<file path="config.mk">
export PLATFORM = sky130hd
export DESIGN_NAME = core
export DESIGN_NICKNAME = d
export VERILOG_FILES = /design/src/logic/core_pkg.sv /design/src/logic/mem_if.sv /design/src/logic/fetch_if.sv /design/src/logic/core.sv /design/src/logic/mem_port.sv /design/src/logic/exec_unit.sv /design/src/logic/inst_fetch.sv
export SDC_FILE = /design/constraint.sdc
export NUM_CORES = 2
export LEC_CHECK = 0
export BUFFER_PORTS_ARGS = -buffer_cell sky130_fd_sc_hd__buf_2
export CAP_MARGIN = 5
export CORE_MARGIN = 2
export CORE_UTILIZATION = 35
export CTS_BUF_LIST = sky130_fd_sc_hd__clkbuf_4
export DETAILED_ROUTE_END_ITERATION = 10
export REMOVE_ABC_BUFFERS = 1
export SLEW_MARGIN = 10
export SYNTH_ARGS = -nofsm -noshare
export SYNTH_HDL_FRONTEND = slang
export SYNTH_SLANG_ARGS = --single-unit
</file>
<file path="constraint.sdc">
create_clock -name clock -period 8.45 [get_ports clock]
set_clock_uncertainty 0.05 [all_clocks]
set_input_delay 0.4225 -clock clock [delete_from_list [all_inputs] [get_ports clock]]
set_output_delay 0.4225 -clock clock [all_outputs]
set_load 0.05 [all_outputs]
</file>
<file path="src/logic/core_pkg.sv">
// shared widths, reset pc and rv32i major opcodes
// memory access size enum
// instruction word union with r, i and s views
package core_pkg;

  localparam int XLEN           = 32;
  localparam int NUM_REGS       = 32;
  localparam int REG_INDEX_SIZE = 5;

  localparam logic [XLEN-1:0] RESET_PC = 32'h0000_0000;

  // major opcodes
  localparam logic [6:0] OPCODE_OP     = 7'b0110011;
  localparam logic [6:0] OPCODE_OP_IMM = 7'b0010011;
  localparam logic [6:0] OPCODE_LOAD   = 7'b0000011;
  localparam logic [6:0] OPCODE_STORE  = 7'b0100011;

  // matches funct3[1:0] of loads and stores
  typedef enum logic [1:0] {
    MEM_BYTE = 2'b00,
    MEM_HALF = 2'b01,
    MEM_WORD = 2'b10
  } mem_size_t;

  typedef union packed {
    struct packed {
      logic [6:0]                funct7;
      logic [REG_INDEX_SIZE-1:0] rs2;
      logic [REG_INDEX_SIZE-1:0] rs1;
      logic [2:0]                funct3;
      logic [REG_INDEX_SIZE-1:0] rd;
      logic [6:0]                opcode;
    } r;
    struct packed {
      logic [11:0]               imm;
      logic [REG_INDEX_SIZE-1:0] rs1;
      logic [2:0]                funct3;
      logic [REG_INDEX_SIZE-1:0] rd;
      logic [6:0]                opcode;
    } i;
    struct packed {
      logic [6:0]                imm_hi;
      logic [REG_INDEX_SIZE-1:0] rs2;
      logic [REG_INDEX_SIZE-1:0] rs1;
      logic [2:0]                funct3;
      logic [4:0]                imm_lo;
      logic [6:0]                opcode;
    } s;
  } inst_t;

endpackage
</file>
<file path="src/logic/mem_if.sv">
// load and store requests from execute to the data port
// start and done are single-cycle pulses
`timescale 1ns/1ps

interface mem_if;
  import core_pkg::*;

  logic            start;
  logic [XLEN-1:0] addr;
  logic [XLEN-1:0] wdata;
  logic            we;
  mem_size_t       size;
  logic            unsigned_load;
  logic            done;
  // already extended to xlen
  logic [XLEN-1:0] rdata;

  modport requester (
    output start, addr, wdata, we, size, unsigned_load,
    input  done, rdata
  );

  modport responder (
    input  start, addr, wdata, we, size, unsigned_load,
    output done, rdata
  );

endinterface

</file>
<file path="src/logic/fetch_if.sv">
// fetch to execute instruction handoff
// valid is held until a cycle with take high
`timescale 1ns/1ps

interface fetch_if;
  import core_pkg::*;

  inst_t inst;
  logic  valid;
  logic  take;

  modport producer (
    output inst,
    output valid,
    input  take
  );

  modport consumer (
    input  inst,
    input  valid,
    output take
  );

endinterface

</file>
<file path="src/logic/core.sv">
// in-order rv32i core top
// fetch, execute and data port blocks on the cache ports
`timescale 1ns/1ps

module core (
  input  logic                clock,
  input  logic                reset,

  // icache side
  input  logic [31:0]         icache2core_data,
  input  logic                icache2core_data_valid,
  output logic [31:0]         core2icache_addr,

  // dcache side
  input  logic [31:0]         dcache2core_data,
  input  logic                dcache2core_data_valid,
  output logic                core2dcache_req,
  output logic [31:0]         core2dcache_addr,
  output logic [31:0]         core2dcache_data,
  output logic                core2dcache_data_we,
  output core_pkg::mem_size_t core2dcache_data_size
);

  fetch_if fetch_bus ();
  mem_if   mem_bus ();

  inst_fetch if_i (
    .clock                  (clock),
    .reset                  (reset),
    .icache2core_data       (icache2core_data),
    .icache2core_data_valid (icache2core_data_valid),
    .core2icache_addr       (core2icache_addr),
    .fetch                  (fetch_bus.producer)
  );

  exec_unit ex_i (
    .clock (clock),
    .reset (reset),
    .fetch (fetch_bus.consumer),
    .mem   (mem_bus.requester)
  );

  mem_port mp_i (
    .clock                  (clock),
    .reset                  (reset),
    .mem                    (mem_bus.responder),
    .core2dcache_req        (core2dcache_req),
    .core2dcache_addr       (core2dcache_addr),
    .core2dcache_data       (core2dcache_data),
    .core2dcache_data_we    (core2dcache_data_we),
    .core2dcache_data_size  (core2dcache_data_size),
    .dcache2core_data       (dcache2core_data),
    .dcache2core_data_valid (dcache2core_data_valid)
  );

endmodule

</file>
<file path="src/logic/mem_port.sv">
// dcache request port
// store lane placement and load lane extract with extension
`timescale 1ns/1ps

module mem_port (
  input  logic               clock,
  input  logic               reset,
  mem_if.responder           mem,
  output logic               core2dcache_req,
  output logic [31:0]        core2dcache_addr,
  output logic [31:0]        core2dcache_data,
  output logic               core2dcache_data_we,
  output core_pkg::mem_size_t core2dcache_data_size,
  input  logic [31:0]        dcache2core_data,
  input  logic               dcache2core_data_valid
);
  import core_pkg::*;

  logic            unsigned_q;
  logic            finish;
  logic [XLEN-1:0] store_lanes;
  logic [XLEN-1:0] load_shifted;
  logic [XLEN-1:0] load_ext;

  assign finish = core2dcache_req && dcache2core_data_valid;

  // move the store data up to its byte offset
  always_comb begin
    case (mem.size)
      MEM_BYTE: store_lanes = {24'b0, mem.wdata[7:0]} << {mem.addr[1:0], 3'b000};
      MEM_HALF: store_lanes = {16'b0, mem.wdata[15:0]} << {mem.addr[1:0], 3'b000};
      default:  store_lanes = mem.wdata;
    endcase
  end

  assign load_shifted = dcache2core_data >> {core2dcache_addr[1:0], 3'b000};

  always_comb begin
    case (core2dcache_data_size)
      MEM_BYTE: load_ext = {{24{load_shifted[7] & ~unsigned_q}}, load_shifted[7:0]};
      MEM_HALF: load_ext = {{16{load_shifted[15] & ~unsigned_q}}, load_shifted[15:0]};
      default:  load_ext = dcache2core_data;
    endcase
  end

  always_ff @(posedge clock) begin
    if (reset) begin
      core2dcache_req     <= 1'b0;
      core2dcache_data_we <= 1'b0;
      mem.done            <= 1'b0;
    end else begin
      mem.done <= finish;
      if (mem.start) begin
        core2dcache_req     <= 1'b1;
        core2dcache_data_we <= mem.we;
      end else if (finish) begin
        core2dcache_req <= 1'b0;
      end
    end
  end

  // request fields held stable while req is high
  always_ff @(posedge clock) begin
    if (mem.start) begin
      core2dcache_addr      <= mem.addr;
      core2dcache_data      <= store_lanes;
      core2dcache_data_size <= mem.size;
      unsigned_q            <= mem.unsigned_load;
    end
    if (finish) begin
      mem.rdata <= load_ext;
    end
  end

endmodule

</file>
<file path="src/logic/exec_unit.sv">
// single-issue execute stage
// decode, register file, alu, load/store start and load writeback
`timescale 1ns/1ps

module exec_unit (
  input  logic       clock,
  input  logic       reset,
  fetch_if.consumer  fetch,
  mem_if.requester   mem
);
  import core_pkg::*;

  logic [XLEN-1:0]           regs [NUM_REGS];

  logic [6:0]                opcode;
  logic [REG_INDEX_SIZE-1:0] rs1_idx;
  logic [REG_INDEX_SIZE-1:0] rs2_idx;
  logic [REG_INDEX_SIZE-1:0] rd_idx;
  logic [2:0]                funct3;
  logic [XLEN-1:0]           imm;
  logic                      sub_op;
  logic                      is_alu;
  logic                      is_load;
  logic                      is_store;

  logic [XLEN-1:0]           rs1_val;
  logic [XLEN-1:0]           rs2_val;
  logic [XLEN-1:0]           alu_b;
  logic [XLEN-1:0]           alu_out;

  logic                      busy;
  logic                      pending_load;
  logic [REG_INDEX_SIZE-1:0] load_rd;

  // view of the word picked by opcode
  always_comb begin
    opcode   = fetch.inst.r.opcode;
    rs1_idx  = '0;
    rs2_idx  = '0;
    rd_idx   = '0;
    funct3   = '0;
    imm      = '0;
    sub_op   = 1'b0;
    is_alu   = 1'b0;
    is_load  = 1'b0;
    is_store = 1'b0;
    case (opcode)
      OPCODE_OP: begin
        rs1_idx = fetch.inst.r.rs1;
        rs2_idx = fetch.inst.r.rs2;
        rd_idx  = fetch.inst.r.rd;
        funct3  = fetch.inst.r.funct3;
        sub_op  = fetch.inst.r.funct7[5];
        is_alu  = 1'b1;
      end
      OPCODE_OP_IMM, OPCODE_LOAD: begin
        rs1_idx = fetch.inst.i.rs1;
        rd_idx  = fetch.inst.i.rd;
        funct3  = fetch.inst.i.funct3;
        imm     = {{(XLEN-12){fetch.inst.i.imm[11]}}, fetch.inst.i.imm};
        is_alu  = (opcode == OPCODE_OP_IMM);
        is_load = (opcode == OPCODE_LOAD);
      end
      OPCODE_STORE: begin
        rs1_idx  = fetch.inst.s.rs1;
        rs2_idx  = fetch.inst.s.rs2;
        funct3   = fetch.inst.s.funct3;
        imm      = {{(XLEN-12){fetch.inst.s.imm_hi[6]}}, fetch.inst.s.imm_hi,
                    fetch.inst.s.imm_lo};
        is_store = 1'b1;
      end
      default: ;
    endcase
  end

  assign rs1_val = regs[rs1_idx];
  assign rs2_val = regs[rs2_idx];
  assign alu_b   = (opcode == OPCODE_OP) ? rs2_val : imm;

  always_comb begin
    case (funct3)
      3'b100:  alu_out = rs1_val ^ alu_b;
      3'b110:  alu_out = rs1_val | alu_b;
      3'b111:  alu_out = rs1_val & alu_b;
      default: alu_out = sub_op ? rs1_val - alu_b : rs1_val + alu_b;
    endcase
  end

  // one instruction in flight at a time
  assign fetch.take = fetch.valid && !busy;

  assign mem.start         = fetch.take && (is_load || is_store);
  assign mem.addr          = rs1_val + imm;
  assign mem.wdata         = rs2_val;
  assign mem.we            = is_store;
  assign mem.unsigned_load = funct3[2];

  always_comb begin
    case (funct3[1:0])
      2'b00:   mem.size = MEM_BYTE;
      2'b01:   mem.size = MEM_HALF;
      default: mem.size = MEM_WORD;
    endcase
  end

  always_ff @(posedge clock) begin
    if (reset) begin
      busy         <= 1'b0;
      pending_load <= 1'b0;
      load_rd      <= '0;
    end else if (mem.start) begin
      busy         <= 1'b1;
      pending_load <= is_load;
      load_rd      <= rd_idx;
    end else if (mem.done) begin
      busy         <= 1'b0;
      pending_load <= 1'b0;
    end
  end

  // x0 is never written so it reads as zero
  always_ff @(posedge clock) begin
    if (reset) begin
      for (int i = 0; i < NUM_REGS; i++) begin
        regs[i] <= '0;
      end
    end else if (fetch.take && is_alu && rd_idx != '0) begin
      regs[rd_idx] <= alu_out;
    end else if (mem.done && pending_load && load_rd != '0) begin
      regs[load_rd] <= mem.rdata;
    end
  end

endmodule

</file>
<file path="src/logic/inst_fetch.sv">
// instruction fetch with program counter
// and a one-entry instruction buffer
`timescale 1ns/1ps

module inst_fetch (
  input  logic        clock,
  input  logic        reset,
  input  logic [31:0] icache2core_data,
  input  logic        icache2core_data_valid,
  output logic [31:0] core2icache_addr,
  fetch_if.producer   fetch
);
  import core_pkg::*;

  logic [XLEN-1:0] pc;
  logic            capture;

  // room when empty or being drained this cycle
  assign capture = icache2core_data_valid && (!fetch.valid || fetch.take);

  assign core2icache_addr = pc;

  always_ff @(posedge clock) begin
    if (reset) begin
      pc          <= RESET_PC;
      fetch.valid <= 1'b0;
    end else begin
      if (capture) begin
        pc          <= pc + XLEN'(4);
        fetch.valid <= 1'b1;
      end else if (fetch.take) begin
        fetch.valid <= 1'b0;
      end
    end
  end

  // buffered word
  always_ff @(posedge clock) begin
    if (capture) begin
      fetch.inst <= inst_t'(icache2core_data);
    end
  end

endmodule

</file>
==> flow_summary.json <==
{
  "synth_seq_area_share": 0.516,
  "grt_max_degree": 169,
  "critical_path_class": "reg2reg",
  "synth_area_per_cell_um2": 10.1,
  "gr-usage-all-layers": 0.292,
  "timing.max_slew.rel_slack": 0.0791,
  "launch_point_of_the_worst_reg_to_reg_path": "if_i.fetch.inst[3]$_DFFE_PP_",
  "gp_congestion": 0.983,
  "ios": 168,
  "clk_transition_reported_paths_ns": 0.07,
  "detailedRoute.firstPassIterationCount": 6,
  "placed_cells_incl_taps": 9315,
  "worst-endpoint-arrival_ns": 9.15,
  "min_delay_path_depth": 3,
  "first_global_vias": 59100,
  "insertion_delay_ns": 1.42,
  "die_w_um": 447,
  "vias": 61600,
  "starting_drc_count_in_detailed_routing": 10400,
  "route.final.wire_length_um": 301000,
  "ys.warnings.count": 0,
  "portBuffers": 165,
  "synth_edf_count": 1155,
  "finalSetupTns_ns": 0,
  "p_per_area_mw_per_mm2": 191,
  "synth_cell_type_count": 92,
  "instances_no_fill": 10000,
  "cts.path.max_buffers": 4,
  "finalMaxSlewViolations": 0,
  "most_used_cells_in_the_layout_excluding_fill_and_tap_cells": "edfxtp_1, nor2_1, nand2_1",
  "layout_worst_path_cycle_share": 0.963,
  "synth_top_cell_by_area": "edfxtp_1",
  "viasPerCell": 6.14,
  "worst_hold_slack_ns": 0.100,
  "cp.required_ns": 9.47,
  "placementRows": 162,
  "critical_path.max_fanout": 31,
  "max_freq_mhz": 123,
  "critical_path.reg2reg.endpoint": "ex_i.regs[1][31]$_SDFFCE_PN0P_",
  "fin_total_pwr_mw": 15.1,
  "syn_area_mm2": 0.0688,
  "drc": 0,
  "rsz0062_at_grt": "no",
  "timing.final.crit_period_ns": 8.14,
  "ys_top_cells_by_area": "edfxtp_1, nor2_1, nand2_1, mux2i_1, mux2_2",
  "dp_hpwl_um": 190000,
  "final_critical_path_setup_slack_ns": 0.311,
  "async_reset_ff_frac": 0,
  "tritoncts": "yes",
  "start_util": 0.353,
  "h-tree-depth": 5,
  "worstSetupStartpointType": "flip-flop",
  "wirelength_met1_um": 110000,
  "cts-buffers-inserted": 339,
  "postSynth.topFlopCell": "edfxtp_1",
  "finished_cell_area_mm2": 0.0794,
  "antenna_found_initial": 12,
  "grt_pass1_wl_um": 423000,
  "wl_per_cell_um": 30.0,
  "maxUsedRoutingLayer": "met5",
  "synth_seq_cells": 1196,
  "postRouteAntennaNets": 0,
  "hold_end": "if_i.core2icache_addr[16]$_SDFFE_PP0P_",
  "die_y_um": 447,
  "setup-violations-final": 0,
  "timing.reg2reg.setup_slack_ns": 0.31,
  "placed_cell_area_mm2": 0.0738,
  "p_leak_nw": 30.0,
  "layout_commonest_cell": "edfxtp_1",
  "postLayoutCoreUtil": 0.407,
  "cts_root_buf": "clkbuf_4",
  "launch_point_of_the_worst_hold_path": "reset",
  "floorplan.die_area_mm2": 0.200,
  "crit_path_end_kind": "flip-flop",
  "max_cap_violations": 0,
  "worstHoldPathType": "in2reg",
  "dr_wl_met2_um": 127000,
  "hold_violations": 0,
  "post-synth-top-area-fraction": 0.504,
  "sequential_cell_area_mm2": 0.0355,
  "worstRegToRegCells": 26,
  "clkSinkCount": 1196,
  "met3WireLength_um": 40400,
  "core_area_mm2": 0.195,
  "finalNetCount": 7391,
  "power.ir.vdd_worst_uv": 135,
  "outcome": "completed",
  "synthToLayoutAreaGrowth_pct": 15.4,
  "multi_input_area_mm2": 0.0309,
  "filler_cell_count": 18800,
  "grt_remaining_overflow": 0,
  "layout-drive-gt1-share": 0.198,
  "tightest_slew_ns": 1.37,
  "dp_worst_setup_slack_ns": 0.180,
  "synthCells": 6793
}
layer usage:
layer,vias to the layer above,track usage
met5,-,0
met4,4,0.193
met3,1166,0.0830
met2,4931,0.429
met1,29700,0.375
li1,25800,-
how the worst max path moves through the flow:
| stage | startpoint | endpoint | slack [ns] | cells past startpoint |
|---|---|---|---|---|
| finish | if_i.fetch.inst[3]$_DFFE_PP_ | ex_i.regs[1][31]$_SDFFCE_PN0P_ | 0.31 | 26 |
| global placement | if_i.fetch.inst[20]$_DFFE_PP_ | ex_i.regs[1][31]$_SDFFCE_PN0P_ | 0.25 | 28 |
| detailed placement | if_i.fetch.inst[20]$_DFFE_PP_ | ex_i.regs[1][31]$_SDFFCE_PN0P_ | 0.18 | 28 |
| floorplan | if_i.fetch.inst[15]$_DFFE_PP_ | ex_i.regs[10][28]$_SDFFCE_PN0P_ | -9.85 | 21 |
| CTS | if_i.fetch.inst[20]$_DFFE_PP_ | ex_i.regs[1][31]$_SDFFCE_PN0P_ | 0.14 | 28 |
| global route | if_i.fetch.inst[6]$_DFFE_PP_ | ex_i.regs[1][31]$_SDFFCE_PN0P_ | 0.05 | 26 |
flip-flops by register name (all words and copies together) (netlist names), 2 cells and up:
register                    flops
mp_i.mem.rdata                 32
mp_i.core2dcache_data_size      2
mp_i.core2dcache_data          32
if_i.core2icache_addr          30
ex_i.load_rd                    5
if_i.fetch.inst                32
mp_i.core2dcache_addr          32
ex_i.regs                    1024
cell families after synthesis:
kind of cell,synth area share
adder cells (fa/ha/maj),0.0251
multiplexers,0.103
AND/OR/NAND/NOR,0.170
flip-flops,0.516
other,0.0000545
AO/OA/AOI/OAI,0.130
XOR/XNOR,0.0129
buffers and inverters,0.0426
power breakdown:
| part | switching (mW) | total, mW | internal (mW) |
|---|---|---|---|
| Clock | 2.60 | 5.42 | 2.82 |
| Combinational | 2.10 | 2.92 | 0.823 |
| Sequential | 0.118 | 6.80 | 6.68 |
| Total | 4.82 | 15.1 | 10.3 |
area by class of cell:
cell class,instances,share of cell area
Antenna cell,11,0.000347
Clock buffer,499,0.0472
Clock inverter,53,0.00425
Inverter,111,0.00528
Multi-Input combinational cell,4901,0.390
Sequential cell,1196,0.447
Tap cell,2624,0.0413
Timing Repair Buffer,637,0.0650
critical path, stage by stage, from the launching register on:
cell and delay, ns:
edfxtp_1 0.47, nor3_2 0.45, buf_4 0.28, nand2_1 0.45, buf_4 0.43, a221o_1 0.30, a21oi_1 0.45, a2bb2oi_1 0.29
or3_1 0.37, o41a_1 0.42, nor4b_4 0.39, nor2b_1 0.39, a31oi_1 0.16, xnor2_1 0.18, ha_1 0.28, a21o_1 0.17
a21o_1 0.17, a21oi_1 0.18, nor4b_1 0.30, buf_4 0.18, o31a_1 0.27, inv_1 0.12, xnor2_1 0.18, nor3_1 0.09
nor4b_4 0.37, buf_12 0.27, nor3_1 0.09
cell usage after synthesis (all sizes together) (35+ instances only):
cell type / number
nor2: 1134
nor3: 172
mux4: 92
a21oi: 272
o21ai: 366
nand2: 780
nor2b: 35
buf: 129
mux2i: 278
a221oi: 50
and3: 126
a21o: 40
nand3: 210
a31oi: 165
dfxtp: 41
mux2: 201
edfxtp: 1155
xor2: 37
clkbuf: 489
o211ai: 101
a22oi: 73
xnor2: 64
ha: 135
inv: 111
a211oi: 103
nand2b: 48
repair_timing:
| action | in CTS | in global routing |
|---|---|---|
| hold buffers | 151 | 0 |
| buffers inserted | 0 | 3 |
| hold endpoints to repair | 204 | 0 |
| endpoints found under the setup margin | 0 | 31 |
| gates resized for setup | 0 | 5 |
Note: power is estimated with default switching activity, not from simulation.
